--- config.mk ---
export PLATFORM = sky130hd
export DESIGN_NAME = sramController
export DESIGN_NICKNAME = d
export VERILOG_FILES = /design/src/sramPkg.sv /design/src/sramController.sv
export SDC_FILE = /design/constraint.sdc
export NUM_CORES = 1
export LEC_CHECK = 0
export BUFFER_PORTS_ARGS = -buffer_cell sky130_fd_sc_hd__clkbuf_2
export CAP_MARGIN = 10
export CORE_MARGIN = 4
export CORE_UTILIZATION = 52
export CTS_CLUSTER_SIZE = 30
export DETAILED_ROUTE_END_ITERATION = 10
export PLACE_DENSITY = 0.8
export SYNTH_ARGS = -nofsm -noshare
export SYNTH_HDL_FRONTEND = slang
export SYNTH_SLANG_ARGS = --single-unit
export TNS_END_PERCENT = 50
--- constraint.sdc ---
create_clock -name clk -period 2.8 [get_ports clk]
set_input_delay 0.42 -clock clk [delete_from_list [all_inputs] [get_ports clk]]
set_output_delay 0.42 -clock clk [all_outputs]
set_load 0.02 [all_outputs]
--- src/sramPkg.sv ---
/*
  Shared constants for the SRAM demonstrator.
  Bus widths, the range walked by the demo, LED codes and FSM encodings.
  Modules refer to these by scoped name.
*/
package sramPkg;

	// RAM geometry, 2048 x 16
	localparam int addrBits = 11;
	localparam int dataBits = 16;

	// Board LEDs, bits 9..2 show data and bits 1..0 show status
	localparam int ledCount = 10;

	// The demo covers addresses 0 to 127
	localparam logic [addrBits-1:0] lastAddr = 11'd127;

	// Value stored at address 0, one less for each later address
	localparam logic [dataBits-1:0] writeStart = 16'd127;

	// 2^23 clocks between ticks on the real board
	localparam int tickBitsDefault = 23;

	// Status codes shown on the LEDs
	localparam logic [ledCount-1:0] ledReset = 10'b00_0000_0001;
	localparam logic [ledCount-1:0] ledIdle = 10'b00_0000_0010;
	localparam logic [ledCount-1:0] ledWrite = 10'b00_0000_0011;

	// Controller FSM state codes
	localparam int stateBits = 3;
	localparam logic [stateBits-1:0] idle = 3'b000;
	localparam logic [stateBits-1:0] writeSet = 3'b001;
	localparam logic [stateBits-1:0] writeDo = 3'b011;
	localparam logic [stateBits-1:0] readSet = 3'b111;
	localparam logic [stateBits-1:0] readDo = 3'b110;

endpackage

--- src/sramController.sv ---
/*
  Controller for the SRAM demo.
  Synchronizes the push buttons and runs the write and read passes over the
  first 128 words, one FSM step per tick. Read data shows on ledr[9:2] and
  status on ledr[1:0].
*/
module sramController (
	input  logic                         clk,
	input  logic                         rst,
	input  logic                         tick,
	input  logic [3:0]                   key,
	input  logic [sramPkg::dataBits-1:0] readData,
	output logic [sramPkg::addrBits-1:0] addr,
	output logic [sramPkg::dataBits-1:0] writeData,
	output logic                         oeN,
	output logic                         weN,
	output logic [sramPkg::ledCount-1:0] ledr
);

	// Two-flop synchronizer, only the read and write buttons matter
	logic [1:0] keyMeta;
	logic [1:0] keySync;

	logic enterRead;
	logic enterWrite;
	logic lastWord;

	logic [sramPkg::stateBits-1:0] state;

	always_ff @(posedge clk) begin
		if (rst) begin
			// Buttons idle high
			keyMeta <= 2'b11;
			keySync <= 2'b11;
		end else begin
			keyMeta <= key[1:0];
			keySync <= keyMeta;
		end
	end

	// Buttons are active low
	// Read wins when both are down
	assign enterRead = ~keySync[0];
	assign enterWrite = ~keySync[1] & ~enterRead;

	// End of a pass
	assign lastWord = (addr == sramPkg::lastAddr);

	// Main FSM, steps only on ticks
	always_ff @(posedge clk) begin
		if (rst) begin
			state <= sramPkg::idle;
			ledr <= sramPkg::ledReset;
			addr <= '0;
			oeN <= 1'b1;
			weN <= 1'b1;
		end else if (tick) begin
			case (state)
				sramPkg::idle: begin
					if (enterRead) begin
						// Output enabled for the whole read pass
						ledr <= '0;
						addr <= '0;
						oeN <= 1'b0;
						weN <= 1'b1;
						state <= sramPkg::readDo;
					end else if (enterWrite) begin
						// First write strobe goes out with address 0
						ledr <= sramPkg::ledWrite;
						addr <= '0;
						oeN <= 1'b1;
						weN <= 1'b0;
						state <= sramPkg::writeDo;
					end else begin
						// Waiting for a button
						ledr <= sramPkg::ledIdle;
					end
				end

				// Word is being written, release the strobe
				sramPkg::writeDo: begin
					weN <= 1'b1;
					state <= sramPkg::writeSet;
				end

				// Move on to the next word or finish
				sramPkg::writeSet: begin
					if (lastWord) begin
						state <= sramPkg::idle;
					end else begin
						addr <= addr + 1'b1;
						weN <= 1'b0;
						state <= sramPkg::writeDo;
					end
				end

				// Latch the low byte onto the LEDs
				sramPkg::readDo: begin
					ledr[sramPkg::ledCount-1:2] <= readData[7:0];
					state <= sramPkg::readSet;
				end

				// Next address, or wrap to 0 and stop
				sramPkg::readSet: begin
					if (lastWord) begin
						addr <= '0;
						oeN <= 1'b1;
						state <= sramPkg::idle;
					end else begin
						addr <= addr + 1'b1;
						state <= sramPkg::readDo;
					end
				end

				default: begin
					state <= sramPkg::idle;
				end
			endcase
		end
	end

	// Write value, loaded at the start of a write pass and stepped down per word
	// Only meaningful while weN is low
	always_ff @(posedge clk) begin
		if (tick) begin
			if (state == sramPkg::idle && enterWrite) begin
				writeData <= sramPkg::writeStart;
			end else if (state == sramPkg::writeSet && !lastWord) begin
				writeData <= writeData - 1'b1;
			end
		end
	end

endmodule

==> flow_summary.ini <==
[synth]
yosys_register_bits = 46
ys_types = 50
synthArstFlopShare_pct = 0
yosysWarnings = 0
yosysSeqAreaShare_pct = 47.4
syn_area_sq_mm = 0.00228
syn_inst = 242
synth_edf_count = 16
synth_ff_type = dfxtp_1
syn_area_per_cell_sq_um = 9.42
syn_nets = 267

[power_and_ir_drop]
internal_power_uw = 934
sw_frac_of_total_pct = 25.3
seqPwrFrac_pct = 58.9
p_total_mw = 1.25
leakagePower_nw = 1.03
power_density_mw_per_mm2 = 471
peakVddDrop_uv = 342
switchingPower_uw = 316
pwr-share-comb_pct = 10.5
p_clk_share_pct = 30.6

[clocking]
cts_hold_buf = 0
numCtsBuffers = 5
post_cts_buffers = 0
root_buffer = clkbuf_8
htreeDepth = 2
clk-insertion-delay-late_ns = 0.30
cts_tree = yes
cts.sinks = 46
ctsResizeCount = 0
cts_buffer_depth = 2
cts.clk_slew.worst_paths_ns = 0.09

[worst_setup_path]
required_ns = 3.02
cp-end-kind = register
cp_max_fo = 16
rrSetupSlack_ns = 0.71
r2r-start = state[0]$_SDFFE_PP0P_
worstSetupPathType = register to register
critPathArrivalTime_ns = 2.31
critPathLaunch = state[0]$_SDFFE_PP0P_
worst_setup_path_start_kind = register
reg2regPathDepth = 4
rr_endpoint = addr[3]$_SDFFE_PP0P_

[routing]
first_iter_violations = 112
detail-route-antenna-nets = 0
drc = 0
vias = 2028
vias_per_cell = 5.90
drtPass1Iterations = 4
avgRoutedWirePerCell_um = 13.9
wl_um = 4790

[floorplanning]
fp.dieW_um = 74.2
die_y_um = 74.2
initial_utilization_pct = 55.4
die_area_sq_mm = 0.00550
ioPinCount = 62
rows = 23
core_area_sq_mm = 0.00412

[layout]
area_growth_pct = 16.5
mostFrequentLayoutCell = clkbuf_2
fin_nets = 318
final_util_pct = 64.5
diodes = 0
drive_above_1_share_pct = 25.2
layout_common_cells = clkbuf_2, dfxtp_1, nor2_1, nand2_1, a21oi_1

[grt]
grt_max_degree = 26
grtUsageTotal_pct = 18.3
grt_first_pass_wirelength_um = 7950
gr-total-overflow = 0
antenna_found_initial = 0
first_global_vias = 1854

[sta]
setup_ws_ns = 0.714
fin_setup_tns_ns = 0
worst_hold_slack_ns = 0.306
fin_skew_ns = 0.00758
worst_slew_margin_rel_pct = 44.0
finalHoldViolations = 0
max_freq_mhz = 479
rsz0062_at_grt = false
worst_pin_slew_ns = 0.833
fin_crit_ns = 2.09
setup_viol = 0
slew_violations = 0
period_share_pct = 74.5

[outcome]
run_status = finished, final reports clean

[worst_hold_path]
hold_class = input port to register
holdPathEnd = keyMeta[0]$_SDFF_PP1_
whs_path_depth = 2
min_from = key[0]

[placement]
portBuffers = 51
gp_congestion = 0.805
post-place-ws_ns = 0.753
place_hpwl_um = 3410

[run]
drv_cap = 0
cell usage after synthesis, types with 3 or more instances:
cell       n  area, sq um
a21o_1     3         22.5
a21oi_1   18         90.1
a22oi_1    8         60.1
a31oi_1    3         18.8
and3_1     3         18.8
buf_2      4         20.0
clkbuf_1   5         18.8
dfxtp_1   30          601
edfxtp_1  16          480
inv_1      6         22.5
nand2_1   19         71.3
nand2b_1   4         25.0
nand3_1   13         65.1
nand3b_1   3         22.5
nand4_1    5         31.3
nor2_1    20         75.1
nor2b_1    4         25.0
nor3_1     5         25.0
o21ai_0   12         60.1
o31ai_1    6         45.0
or2_2      4         25.0
or3_1      5         31.3
or4_1      7         52.6
xnor2_1    4         35.0
xor2_1     6         52.6
how the worst max path moves through the flow:
stage / end / depth (start not counted)
floorplan: writeData[0]$_SDFFCE_PP1P_ / 5
global placement: writeData[15]$_SDFFCE_PP0P_ / 5
detailed placement: writeData[15]$_SDFFCE_PP0P_ / 5
CTS: writeData[15]$_SDFFCE_PP0P_ / 5
global route: addr[3]$_SDFFE_PP0P_ / 4
finish: addr[3]$_SDFFE_PP0P_ / 4
through the flow:
step | cell area [sq um] | std cells
final | 2650 | 344
after detailed placement | 2570 | 336
after CTS | 2650 | 344
after global routing | 2650 | 344
after floorplan | 2280 | 242
after global placement | 2570 | 336
critical path: stages (launching register included):
cell and delay [ns]:
dfxtp_1 0.62, or3b_2 0.54, nor4_4 0.51, o21ai_0 0.16, a31oi_1 0.18
power by group through the flow:
stage          combinational (mW)  sequential [mW]  clock [mW]
2_1_floorplan              0.0792            0.761           0
3_3_place_gp                0.129            0.751           0
3_5_place_dp                0.132            0.752           0
4_1_cts                     0.132            0.737       0.395
5_1_grt                     0.146            0.741       0.418
6_report                    0.131            0.737       0.383
cell type report:
cell class	count	area, sq um
multi-input combinational	180	1130
clock buffer	6	72.6
tap	50	62.6
timing repair buffer	54	278
sequential	46	1080
fill	368	1460
clock inverter	2	8.76
inverter	6	22.5
routing by layer:
| layer | global-route usage, % | vias up | share of wire (%) |
|---|---|---|---|
| li1 | - | 1006 | - |
| met1 | 22.5 | 946 | 45 |
| met2 | 30.5 | 66 | 47 |
| met3 | 5.00 | 10 | 6.8 |
| met4 | 6.84 | 0 | 1.6 |
| met5 | 0 | - | 0 |
cells by family after synthesis:
kind of cell             Yosys count  share of synthesized area [%]
flip-flops                        46                           47.4
XOR/XNOR                          10                           3.84
buffers and inverters             16                           3.02
AO/OA/AOI/OAI                     60                           16.8
multiplexers                       1                          0.439
adder cells (fa/ha/maj)            2                           1.10
AND/OR/NAND/NOR                  107                           27.4
flip-flops by register name, summed over array words and instances, names as in the netlist:
signal     count
keySync        2
addr          11
ledr          10
oeN            1
writeData     16
keyMeta        2
weN            1
state          3
No activity file was read; power rests on OpenSTA's default activity.
