--- src/sramPkg.sv ---
/*
  Shared constants for the SRAM demonstrator.
  Bus widths, the range walked by the demo, LED codes and FSM encodings.
  Modules refer to these by scoped name.
*/
package sramPkg;

	// RAM geometry, 2048 x 16
	localparam int addrBits = 11;
	localparam int dataBits = 16;

	// Board LEDs, bits 9..2 show data and bits 1..0 show status
	localparam int ledCount = 10;

	// The demo covers addresses 0 to 127
	localparam logic [addrBits-1:0] lastAddr = 11'd127;

	// Value stored at address 0, one less for each later address
	localparam logic [dataBits-1:0] writeStart = 16'd127;

	// 2^23 clocks between ticks on the real board
	localparam int tickBitsDefault = 23;

	// Status codes shown on the LEDs
	localparam logic [ledCount-1:0] ledReset = 10'b00_0000_0001;
	localparam logic [ledCount-1:0] ledIdle = 10'b00_0000_0010;
	localparam logic [ledCount-1:0] ledWrite = 10'b00_0000_0011;

	// Controller FSM state codes
	localparam int stateBits = 3;
	localparam logic [stateBits-1:0] idle = 3'b000;
	localparam logic [stateBits-1:0] writeSet = 3'b001;
	localparam logic [stateBits-1:0] writeDo = 3'b011;
	localparam logic [stateBits-1:0] readSet = 3'b111;
	localparam logic [stateBits-1:0] readDo = 3'b110;

endpackage

--- src/tickGen.sv ---
/*
  Tick generator for the controller.
  A free-running counter raises tick for one clock each time it reaches all ones,
  so the slow FSM pace comes from an enable and everything stays on clk.
*/
module tickGen #(
	parameter int tickBits = sramPkg::tickBitsDefault
) (
	input  logic clk,
	input  logic rst,
	output logic tick
);

	logic [tickBits-1:0] count;

	// Counts every clock and wraps on its own
	always_ff @(posedge clk) begin
		if (rst) begin
			count <= '0;
		end else begin
			count <= count + 1'b1;
		end
	end

	// High in the last cycle before the wrap
	// First tick lands on the 2^tickBits-th clock after reset
	assign tick = &count;

endmodule
--- config.mk ---
export PLATFORM = sky130hd
export DESIGN_NAME = tickGen
export DESIGN_NICKNAME = d
export VERILOG_FILES = /design/src/sramPkg.sv /design/src/tickGen.sv
export SDC_FILE = /design/constraint.sdc
export NUM_CORES = 1
export LEC_CHECK = 0
export BUFFER_PORTS_ARGS = -buffer_cell sky130_fd_sc_hd__buf_4
export CAP_MARGIN = 20
export CORE_MARGIN = 5
export CORE_UTILIZATION = 35
export CTS_BUF_LIST = sky130_fd_sc_hd__clkbuf_4
export CTS_CLUSTER_DIAMETER = 60
export DETAILED_ROUTE_END_ITERATION = 8
export PLACE_DENSITY = 0.55
export SLEW_MARGIN = 20
export SYNTH_ARGS = -nofsm -noshare
export SYNTH_HDL_FRONTEND = slang
export SYNTH_SLANG_ARGS = --single-unit
--- constraint.sdc ---
create_clock -name clk -period 2.32 [get_ports clk]
set_input_delay 0.116 -clock clk [delete_from_list [all_inputs] [get_ports clk]]
set_output_delay 0.116 -clock clk [all_outputs]
set_load 0.05 [all_outputs]
==> results of run 1 <==
## critical path: stages (launching register included)
cell and delay (ns):
dfxtp_1 0.39, ha_1 0.21, and4_1 0.35, nand2_2 0.16
nor4_2 0.27, buf_4 0.24
## cell usage in the layout, fill, tap and decap left out, types with 3 or more instances in the layout
cell       n
dfxtp_1   23
nor2_1    14
xor2_1    12
a21oi_1    8
nand4_1    7
nand3_1    6
o31ai_1    6
or4_1      6
nand2_1    4
clkbuf_4   4
and4_1     3
## power breakdown
group	internal (µW)	switching [µW]
Sequential	399	3.86
Clock	78.8	116
Combinational	5.29	8.43
Total	483	129
## final cells by class
cell class / count / share of cell area
multi-input cells: 80 / 0.488
repair buffers: 2 / 0.0139
clock buffers: 4 / 0.0278
well taps: 31 / 0.0360
inverters: 2 / 0.00696
flip-flops and latches: 23 / 0.427
## worst min path at each step
| stage | start | to | slack (ns) | depth (start not counted) |
|---|---|---|---|---|
| global route | rst | count[6] | 0.13 | 2 |
| CTS | rst | count[13] | 0.13 | 2 |
| floorplan | rst | count[15] | 0.19 | 1 |
| global placement | count[0] | count[0] | 0.44 | 1 |
| finish | rst | count[18] | 0.13 | 2 |
| detailed placement | count[0] | count[0] | 0.45 | 1 |
## metrics by stage
step,area (µm²),cells,setup WS [ns],util
global placement,1050,138,0.575,0.377
floorplan,1030,110,0.294,-
CTS,1080,142,0.262,0.388
finish,1080,142,0.294,0.388
global route,1080,142,0.0745,0.388
detailed placement,1050,138,0.524,0.377
## kinds of logic (layout without fill, tap and decap cells)
| logic type | count (synthesis) | after routing | synth area share |
|---|---|---|---|
| AND/OR/NAND/NOR | 50 | 50 | 0.293 |
| buffers and inverters | 7 | 8 | 0.0380 |
| XOR/XNOR | 13 | 13 | 0.112 |
| AO/OA/AOI/OAI | 16 | 16 | 0.0933 |
| flip-flops | 23 | 23 | 0.452 |
| adder cells (fa/ha/maj) | 1 | 1 | 0.0123 |
## layer usage
| metal | track usage | share of wire | up-vias | wire length [µm] |
|---|---|---|---|---|
| li1 | - | - | 401 | - |
| met1 | 0.118 | 0.49 | 370 | 833 |
| met2 | 0.152 | 0.47 | 6 | 795 |
| met3 | 0.0420 | 0.039 | 2 | 67 |
| met4 | 0.0156 | 0.0076 | 0 | 13 |
| met5 | 0 | 0 | - | 0 |
==> PnR_summary.wiki, run 1 <==
{| class="wikitable"
! Metric !! Value
|-
| Run status || finished, final reports clean
|-
| Number of setup buffers added after CTS || 0
|-
| Asr flop ratio synth || 0
|-
| Number of clock sinks || 23
|-
| Buffer levels on the longest clock path || 2
|-
| Antenna violations before repair || 0
|-
| Worst slew margin || 0.827
|-
| Worst path required time || 2.20 ns
|-
| Count of nets left with antenna violations after detail routing || 0
|-
| Skew-Pair Late Insertion Delay || 0.31 ns
|-
| Total number of placement rows || 19
|-
| Slew at the pin with the worst max-slew slack || 0.260 ns
|-
| Final GP Congestion || 0.705
|-
| WL/cell || 12.0 µm
|-
| Count of state elements after synthesis || 23
|-
| CTS Buf Count || 3
|-
| Area enclosed by the die boundary || 0.00409 mm²
|-
| Post-synthesis sequential area ratio || 0.452
|-
| Total congestion overflow || 0
|-
| Path type of the worst setup path || reg2out
|-
| Number of flops mapped to enable cells by yosys || 0
|-
| TritonRoute pass-1 iters || 2
|-
| Diodes inserted || 0
|-
| Largest registers || count: 23 flops
|-
| Maximum frequency from static timing analysis || 494 MHz
|-
| Number of vias after detailed routing || 779
|-
| Area share of the leading cell type in the synthesized netlist || 0.452
|-
| Die boundary height || 64.0 µm
|-
| Count of endpoints failing hold in the final timing report || 0
|-
| Worst-path fanout max || 9
|-
| Worst voltage drop across the vdd grid || 0.385 mV
|-
| Main flop type after synthesis || dfxtp_1
|-
| Yosys Warn Count || 0
|-
| Average instance area after synthesis || 9.27 µm²
|-
| Ratio of final minimum period to clock period || 0.873
|-
| Overall Power || 612 µW
|-
| Hold Crit Class || in2reg
|-
| Number of DRC violations after detailed-routing iteration 0 || 37
|-
| Number of nets in the layout || 115
|-
| Multi-input gate area || 527 µm²
|-
| Startpoint class of the critical path || flip-flop
|-
| Crit path to || tick
|-
| Worst Skew || 0.0157 ns
|-
| Unrepaired setup endpoints after global routing || false
|-
| Count of final max-slew check failures || 0
|-
| Number of unique standard cell types used by synthesis || 27
|-
| Netlist area before placement || 0.00102 mm²
|-
| Wire length of the first global-routing pass || 3150 µm
|-
| Initial core utilization || 0.367
|-
| Width of the die || 64.0 µm
|-
| Main area contributors after synthesis || dfxtp_1 (45%), xor2_1 (10%), nor2_1 (5.2%)
|-
| Clock tree from TritonCTS || done
|-
| Ranking of synthesized cells by instance count || dfxtp_1 (23), nor2_1 (14), xor2_1 (12)
|-
| Wire length reported by the detailed router || 1710 µm
|-
| Areal power density over the cells || 567 mW/mm²
|-
| Filler cell count in the final layout || 286
|-
| Clk Tree Root Cell || clkbuf_4
|-
| Largest register by flop count || count
|-
| Worst EP arrival || 1.91 ns
|-
| Most instantiated library cell after synthesis || dfxtp_1
|-
| Via count of the first global-routing pass || 738
|-
| Std-Cell Core Area || 0.00278 mm²
|-
| CP endpoint kind || output pin
|-
| Total negative slack || 0 ns
|-
| FF-to-FF setup slack || 0.51 ns
|-
| Flip-flop and latch area || 460 µm²
|-
| Startpoint of the worst-slack reg-to-reg timing path || count[0]
|-
| Sum of net half-perimeters after detailed placement || 1180 µm
|-
| Vias per cell || 5.49
|-
| Clk pin slew, worst setup/hold paths || 0.13 ns
|-
| Reported max-cap violation count || 0
|-
| Final setup violation count || 0
|-
| Layout area overhead || 5.77%
|-
| DRC Markers || 0
|-
| Largest net degree at the start of global routing || 24
|-
| Final period demand of the worst path || 2.03 ns
|-
| Post-synthesis instance total || 110
|-
| Overall track demand over capacity in global routing || 0.0944
|-
| Hold buffers post-CTS || 0
|-
| Worst flop-to-flop path endpoint || count[20]
|-
| Gates resized, CTS repair || 0
|-
| Cell type with the highest aggregate area in the netlist || dfxtp_1
|-
| Critical Path Start || count[0]
|-
| Max H-tree Level || 1
|-
| Depth of the worst register-to-register path || 5
|-
| Hold slack || 0.128 ns
|-
| Boundary pin count || 3
|-
| Standby leakage power || 0.000358 µW
|-
| Fraction of final layout cells with drive strength greater than 1 || 0.0991
|-
| Mapped Nets || 113
|-
| Port buffer count || 2
|-
| Max FFs per register || 23
|}
(Power assumes the default switching activity.)
==> run 2, diff against run 1 <==
--- a/config.mk
+++ b/config.mk
@@ -7,7 +7,6 @@
 export LEC_CHECK = 0
 export BUFFER_PORTS_ARGS = -buffer_cell sky130_fd_sc_hd__buf_4
 export CAP_MARGIN = 20
-export CORE_MARGIN = 5
 export CORE_UTILIZATION = 35
 export CTS_BUF_LIST = sky130_fd_sc_hd__clkbuf_4
 export CTS_CLUSTER_DIAMETER = 60
==> PnR_summary.wiki, run 2 (synthesis results as in run 1) <==
{| class="wikitable"
! Metric !! Value
|-
| Number of setup buffers added after CTS || 0 (unchanged)
|-
| Die boundary height || 56.0 µm (-13%)
|-
| CTS Buf Count || 3 (unchanged)
|-
| Worst flop-to-flop path endpoint || count[18]
|-
| Port buffer count || 2 (unchanged)
|-
| Crit path cell chain || ha_1, and4_1, nand2_2, nor4_2, buf_4
|-
| Total cell area at the placement stage || 0.00105 mm² (unchanged)
|-
| Worst voltage drop across the vdd grid || 0.378 mV (-1.9%)
|-
| Flip-flop and latch area || 460 µm² (unchanged)
|-
| Number of clock sinks || 23 (unchanged)
|-
| Slew at the pin with the worst max-slew slack || 0.283 ns (+0.0229 ns)
|-
| Vias per cell || 5.47 (-0.26%)
|-
| Total negative slack || 0 ns (unchanged)
|-
| FF-to-FF setup slack || 0.50 ns (about the same)
|-
| Via count of the first global-routing pass || 734 (-0.54%)
|-
| Sequential share of power || 0.667 (+0.008)
|-
| Count of endpoints failing hold in the final timing report || 0 (unchanged)
|-
| Max H-tree Level || 1 (unchanged)
|-
| Sw Pwr || 136 µW (+5.8%)
|-
| Boundary pin count || 3 (unchanged)
|-
| Summed area of non-filler cells in the final layout || 0.00108 mm² (-0.23%)
|-
| Count of nets left with antenna violations after detail routing || 0 (unchanged)
|-
| TritonRoute pass-1 iters || 4 (+2)
|-
| Clk pin slew, worst setup/hold paths || 0.14 ns (about the same)
|-
| Sum of net half-perimeters after detailed placement || 1140 µm (-2.7%)
|-
| Run status || finished, final reports clean
|-
| Unrepaired setup endpoints after global routing || false
|-
| Path type of the worst setup path || reg2out
|-
| Worst slew margin || 0.811 (-0.0153)
|-
| Hold Crit Start || rst
|-
| DRC Markers || 0 (unchanged)
|-
| Number of DRC violations after detailed-routing iteration 0 || 18 (-51%)
|-
| Part of the total power dissipated in combinational logic || 0.023 (about the same)
|-
| Skew-Pair Late Insertion Delay || 0.32 ns (about the same)
|-
| Clock tree from TritonCTS || done
|-
| Delay contributed by the slowest stage of the critical path || 0.39 ns (about the same)
|-
| Startpoint class of the critical path || flip-flop
|-
| Count of final max-slew check failures || 0 (unchanged)
|-
| Most common cell after layout, fill and taps aside || dfxtp_1
|-
| Startpoint of the worst-slack reg-to-reg timing path || count[0]
|-
| Worst EP arrival || 1.93 ns (+0.02 ns)
|-
| Switching fraction of total power || 0.225 (+0.0146)
|-
| Final setup slack of the worst path || 0.276 ns (-0.0176 ns)
|-
| Overall track demand over capacity in global routing || 0.127 (+0.0326)
|-
| Wire length of the first global-routing pass || 3100 µm (-1.5%)
|-
| WL/cell || 12.1 µm (+0.82%)
|-
| Clk Tree Root Cell || clkbuf_4
|-
| Layout area overhead || 5.52%
|-
| Largest registers || count: 23 flops
|-
| Standby leakage power || 0.000358 µW (-0.19%)
|-
| Buffer levels on the longest clock path || 2 (unchanged)
|-
| Hold Crit Class || in2reg
|-
| Total congestion overflow || 0 (unchanged)
|-
| Width of the die || 56.0 µm (-13%)
|-
| Hold buffers post-CTS || 0 (unchanged)
|-
| Std-Cell Core Area || 0.00276 mm² (-0.85%)
|-
| Final period demand of the worst path || 2.04 ns (+0.0176 ns)
|-
| Worst-path fanout max || 9 (unchanged)
|-
| Finished Layout Cells || 142 (unchanged)
|-
| Depth of the worst register-to-register path || 5 (unchanged)
|-
| Dpl ws || 0.494 ns (-0.0307 ns)
|-
| Largest register by flop count || count
|-
| Number of nets in the layout || 115 (unchanged)
|-
| Count of placed standard cells including taps || 138 (unchanged)
|-
| CP endpoint kind || output pin
|-
| Area enclosed by the die boundary || 0.00313 mm² (-23%)
|-
| Worst path required time || 2.20 ns (about the same)
|-
| Areal power density over the cells || 562 mW/mm² (-0.88%)
|-
| Overall Power || 605 µW (-1.1%)
|-
| Diodes inserted || 0 (unchanged)
|-
| Gates resized, CTS repair || 0 (unchanged)
|-
| Total number of placement rows || 19 (unchanged)
|-
| End point of the worst hold path || count[15]
|-
| Wire length reported by the detailed router || 1720 µm (+0.82%)
|-
| Ratio of final minimum period to clock period || 0.881 (+0.00760)
|-
| Antenna violations before repair || 0 (unchanged)
|-
| Final GP Congestion || 0.729 (+3.5%)
|-
| Filler cell count in the final layout || 282 (-1.4%)
|-
| Commonest cells after routing, fill and taps aside || dfxtp_1 (23), nor2_1 (14), xor2_1 (12)
|-
| Max FFs per register || 23 (unchanged)
|-
| Crit-path slowest cell || dfxtp_1
|-
| Number of vias after detailed routing || 777 (-0.26%)
|-
| Fraction of final layout cells with drive strength greater than 1 || 0.0991 (unchanged)
|-
| Multi-input gate area || 527 µm² (unchanged)
|-
| Largest net degree at the start of global routing || 24 (unchanged)
|-
| Initial core utilization || 0.370 (+0.00316)
|-
| Worst hold path cell count || 2 (unchanged)
|-
| Internal Pwr Total || 469 µW (-2.9%)
|-
| Reported max-cap violation count || 0 (unchanged)
|-
| Maximum frequency from static timing analysis || 489 MHz (-0.86%)
|-
| Final setup violation count || 0 (unchanged)
|-
| Worst Skew || 0.0158 ns (+0.0000813 ns)
|-
| Share of total power in the clock network || 0.310 (-0.009)
|}
## run 2: metal layers
metal  vias to the layer above  track usage  part of all wire
li1                        398            -                 -
met1                       364        0.156              0.48
met2                        11        0.199              0.46
met3                         4       0.0488             0.040
met4                         0       0.0523             0.014
met5                         -            0                 0
## run 2: power groups by stage
stage | Clock [µW] | Combinational [µW] | Sequential (µW)
after global placement | 0 | 14.2 | 412
final | 188 | 14.0 | 403
after detailed placement | 0 | 14.2 | 412
after floorplan | 0 | 10.1 | 411
after CTS | 198 | 14.3 | 404
after global routing | 216 | 16.8 | 405
## run 2: critical path: cells and delay by family, from the launching register on
| family | cells | cell delay (ns) |
|---|---|---|
| adders and majority gates | 1 | 0.21 |
| and+or+nand+nor | 3 | 0.78 |
| DFF | 1 | 0.39 |
| buffers and inverters | 1 | 0.24 |
## run 2: worst max path at each step
| stage | start | to | slack, ns |
|---|---|---|---|
| after floorplan | count[0] | tick | 0.29 |
| after global placement | count[0] | count[20] | 0.58 |
| after detailed placement | count[0] | count[18] | 0.49 |
| after CTS | count[0] | tick | 0.24 |
| after global routing | count[0] | tick | 0.08 |
| final | count[0] | tick | 0.28 |
## run 2: per-stage QoR
| stage | hold WS, ns | utilization |
|---|---|---|
| 6_report | 0.127 | 0.390 |
| 4_1_cts | 0.118 | 0.390 |
| 3_5_place_dp | 0.457 | 0.380 |
| 2_1_floorplan | 0.185 | - |
| 5_1_grt | 0.118 | 0.390 |
| 3_3_place_gp | 0.441 | 0.380 |
## run 2: area by class of cell
class                   count  share of cell area
multi-input cells          80               0.490
flip-flops and latches     23               0.428
well taps                  31              0.0360
clock buffers               3              0.0209
repair buffers              2              0.0140
inverters                   2             0.00698
clock inverters             1             0.00465
==> run 3, diff against run 2 <==
--- a/config.mk
+++ b/config.mk
@@ -5,6 +5,7 @@
 export SDC_FILE = /design/constraint.sdc
 export NUM_CORES = 1
 export LEC_CHECK = 0
+export ABC_AREA = 1
 export BUFFER_PORTS_ARGS = -buffer_cell sky130_fd_sc_hd__buf_4
 export CAP_MARGIN = 20
 export CORE_UTILIZATION = 35
==> PnR_summary.wiki, run 3 <==
{| class="wikitable"
! Metric !! Value
|-
| DRC Markers || 0 (unchanged)
|-
| Number of clock sinks || 23 (unchanged)
|-
| Area enclosed by the die boundary || 0.00368 mm² (+17%)
|-
| Commonest cells after routing, fill and taps aside || nand2_1 (40), nor2_1 (35), dfxtp_1 (23)
|-
| WL/cell || 9.76 µm (-20%)
|-
| Final setup violation count || 0 (unchanged)
|-
| TritonRoute pass-1 iters || 4 (unchanged)
|-
| Areal power density over the cells || 478 mW/mm² (-15%)
|-
| Count of final max-slew check failures || 0 (unchanged)
|-
| Clk Tree Root Cell || clkbuf_4
|-
| Via count of the first global-routing pass || 899 (+22%)
|-
| Antenna violations before repair || 0 (unchanged)
|-
| Clk pin slew, worst setup/hold paths || 0.13 ns (about the same)
|-
| Path type of the worst setup path || reg2out
|-
| Count of endpoints failing hold in the final timing report || 0 (unchanged)
|-
| Flip-flop and latch area || 460 µm² (unchanged)
|-
| Netlist area before placement || 0.00120 mm² (+18%)
|-
| Die boundary height || 60.6 µm (+8.3%)
|-
| Largest net degree at the start of global routing || 14 (-42%)
|-
| Hold buffers post-CTS || 0 (unchanged)
|-
| Startpoint class of the critical path || flip-flop
|-
| Worst-path fanout max || 5 (-4)
|-
| Ranking of synthesized cells by instance count || nand2_1 (40), nor2_1 (35), dfxtp_1 (23)
|-
| Crit-path slowest cell || dfxtp_1
|-
| Overall track demand over capacity in global routing || 0.141 (+0.0137)
|-
| Boundary pin count || 3 (unchanged)
|-
| Number of vias after detailed routing || 1,002 (+29%)
|-
| Wire length reported by the detailed router || 2140 µm (+24%)
|-
| Area share of the leading cell type in the synthesized netlist || 0.383 (-0.0690)
|-
| Unrepaired setup endpoints after global routing || false
|-
| Number of setup buffers added after CTS || 0 (unchanged)
|-
| Total number of placement rows || 20 (+1)
|-
| Ratio of final minimum period to clock period || 0.773 (-0.108)
|-
| Share of synthesized area spent on multiplexers || 0 (unchanged)
|-
| Width of the die || 60.6 µm (+8.3%)
|-
| Most common cell after layout, fill and taps aside || nand2_1
|-
| Standby leakage power || 0.000574 µW (+61%)
|-
| Final GP Congestion || 0.785 (+7.6%)
|-
| Maximum frequency from static timing analysis || 558 MHz (+14%)
|-
| Number of nets in the layout || 179 (+56%)
|-
| Worst voltage drop across the vdd grid || 0.251 mV (-34%)
|-
| Gates resized, CTS repair || 0 (unchanged)
|-
| Filler cell count in the final layout || 344 (+22%)
|-
| Worst slew margin || 0.778 (-0.0333)
|-
| Count of nets left with antenna violations after detail routing || 0 (unchanged)
|-
| Reported max-cap violation count || 0 (unchanged)
|-
| Post-synthesis sequential area ratio || 0.383 (-0.0690)
|-
| Slew at the pin with the worst max-slew slack || 0.333 ns (+0.0500 ns)
|-
| Vias per cell || 4.58 (-16%)
|-
| Multi-input gate area || 667 µm² (+27%)
|-
| Most instantiated library cell after synthesis || nand2_1
|-
| Asr flop ratio synth || 0 (unchanged)
|-
| Share of the synthesized area in compound gates (AO/OA/AOI/OAI) || 0.0582 (-0.0350)
|-
| Final period demand of the worst path || 1.79 ns (-0.250 ns)
|-
| Total negative slack || 0 ns (unchanged)
|-
| Layout area overhead || 8.21%
|-
| Sum of net half-perimeters after detailed placement || 1700 µm (+48%)
|-
| Crit path cell chain || ha_1, nand2_2, nor2_8, nand3_1, nor4_2, buf_4
|-
| Mapped Nets || 174 (+54%)
|-
| Max FFs per register || 23 (unchanged)
|-
| Post-synthesis instance total || 171 (+55%)
|-
| Buffer levels on the longest clock path || 2 (unchanged)
|-
| Largest family of logic cells by synthesized area || simple AND/OR/NAND/NOR gates
|-
| Std-Cell Core Area || 0.00315 mm² (+14%)
|-
| Buffering stage count on the worst path with inverters included || 1 (unchanged)
|-
| Max H-tree Level || 1 (unchanged)
|-
| Number of DRC violations after detailed-routing iteration 0 || 35 (+17)
|-
| Diodes inserted || 0 (unchanged)
|-
| Wire length of the first global-routing pass || 3820 µm (+23%)
|-
| Area fraction in and, or, nand and nor cells after synthesis || 0.444 (+0.151)
|-
| Delay contributed by the slowest stage of the critical path || 0.39 ns (about the same)
|-
| CTS Buf Count || 3 (unchanged)
|-
| Cell type with the highest aggregate area in the netlist || dfxtp_1
|-
| Initial core utilization || 0.382 (+0.0120)
|-
| Post-Synth XOR/XNOR Area || 0.0364 (-0.0753)
|-
| Hold slack || 0.0524 ns (-0.0747 ns)
|-
| Clock tree from TritonCTS || done
|-
| Total congestion overflow || 0 (unchanged)
|-
| Worst EP arrival || 1.68 ns (-0.25 ns)
|-
| Hold Crit Class || in2reg
|-
| CP endpoint kind || output pin
|-
| Largest registers || count: 23 flops
|-
| Largest register by flop count || count
|-
| Port buffer count || 2 (unchanged)
|-
| Skew-Pair Late Insertion Delay || 0.31 ns (about the same)
|-
| Average instance area after synthesis || 7.04 µm² (-24%)
|-
| Area share of fa/ha/maj cells after synthesis || 0.0104 (-0.00187)
|-
| Main area contributors after synthesis || dfxtp_1 (38%), nand2_1 (12%), nor2_1 (11%)
|-
| Worst path required time || 2.20 ns (about the same)
|-
| Yosys Warn Count || 0 (unchanged)
|-
| Worst Skew || 0.00990 ns (-0.00586 ns)
|-
| Number of unique standard cell types used by synthesis || 22 (-19%)
|-
| Fraction of final layout cells with drive strength greater than 1 || 0.131 (+0.0323)
|-
| Cell family contributing the most delay on the critical path || simple AND/OR/NAND/NOR gates
|-
| Run status || finished, final reports clean
|-
| Number of flops mapped to enable cells by yosys || 0 (unchanged)
|-
| Count of state elements after synthesis || 23 (unchanged)
|-
| Main flop type after synthesis || dfxtp_1
|}
## run 3: path summary, 6_finish.rpt
check / cells past startpoint / to / slack [ns] / startpoint
max: 6 / tick / 0.53 / count[0]
min reg2reg: 1 / count[0] / 0.47 / count[0]
min: 2 / count[0] / 0.05 / rst
max reg2reg: 8 / count[22] / 0.98 / count[0]
## run 3: routing by layer
layer	track usage	wire [µm]	up-vias	share of wire
li1	-	-	545	-
met1	0.182	1090	445	0.51
met2	0.226	962	10	0.45
met3	0.0384	66	2	0.031
met4	0.0487	19	0	0.0089
met5	0	0	-	0
## run 3: area by class of cell
class	instances	area share
tap	44	0.0423
multi-input combinational	126	0.512
sequential	23	0.354
inverter	20	0.0576
timing repair buffer	2	0.0115
clock buffer	4	0.0231
## run 3: cell families (layout without fill, tap and decap cells)
family	Yosys count	after routing
AND/OR/NAND/NOR	107	107
XOR/XNOR	5	5
AO/OA/AOI/OAI	13	13
flip-flops	23	23
buffers and inverters	22	26
adder cells (fa/ha/maj)	1	1
## run 3: power by group
group	switching [µW]	leakage (µW)	total, µW	internal (µW)
Sequential	3.83	0.000186	403	399
Clock	120	0.0000184	199	78.9
Combinational	13.8	0.000370	21.4	7.64
## run 3: per-stage QoR
step           setup WS, ns   util  instance area [µm²]  power [µW]  instances
6_report              0.526  0.413                 1300         623        219
5_1_grt               0.415  0.413                 1300         657        219
4_1_cts               0.504  0.413                 1300         635        219
3_5_place_dp          0.873  0.404                 1270         434        215
3_3_place_gp          0.882  0.404                 1270         433        215
2_1_floorplan         0.461      -                 1210         428        171
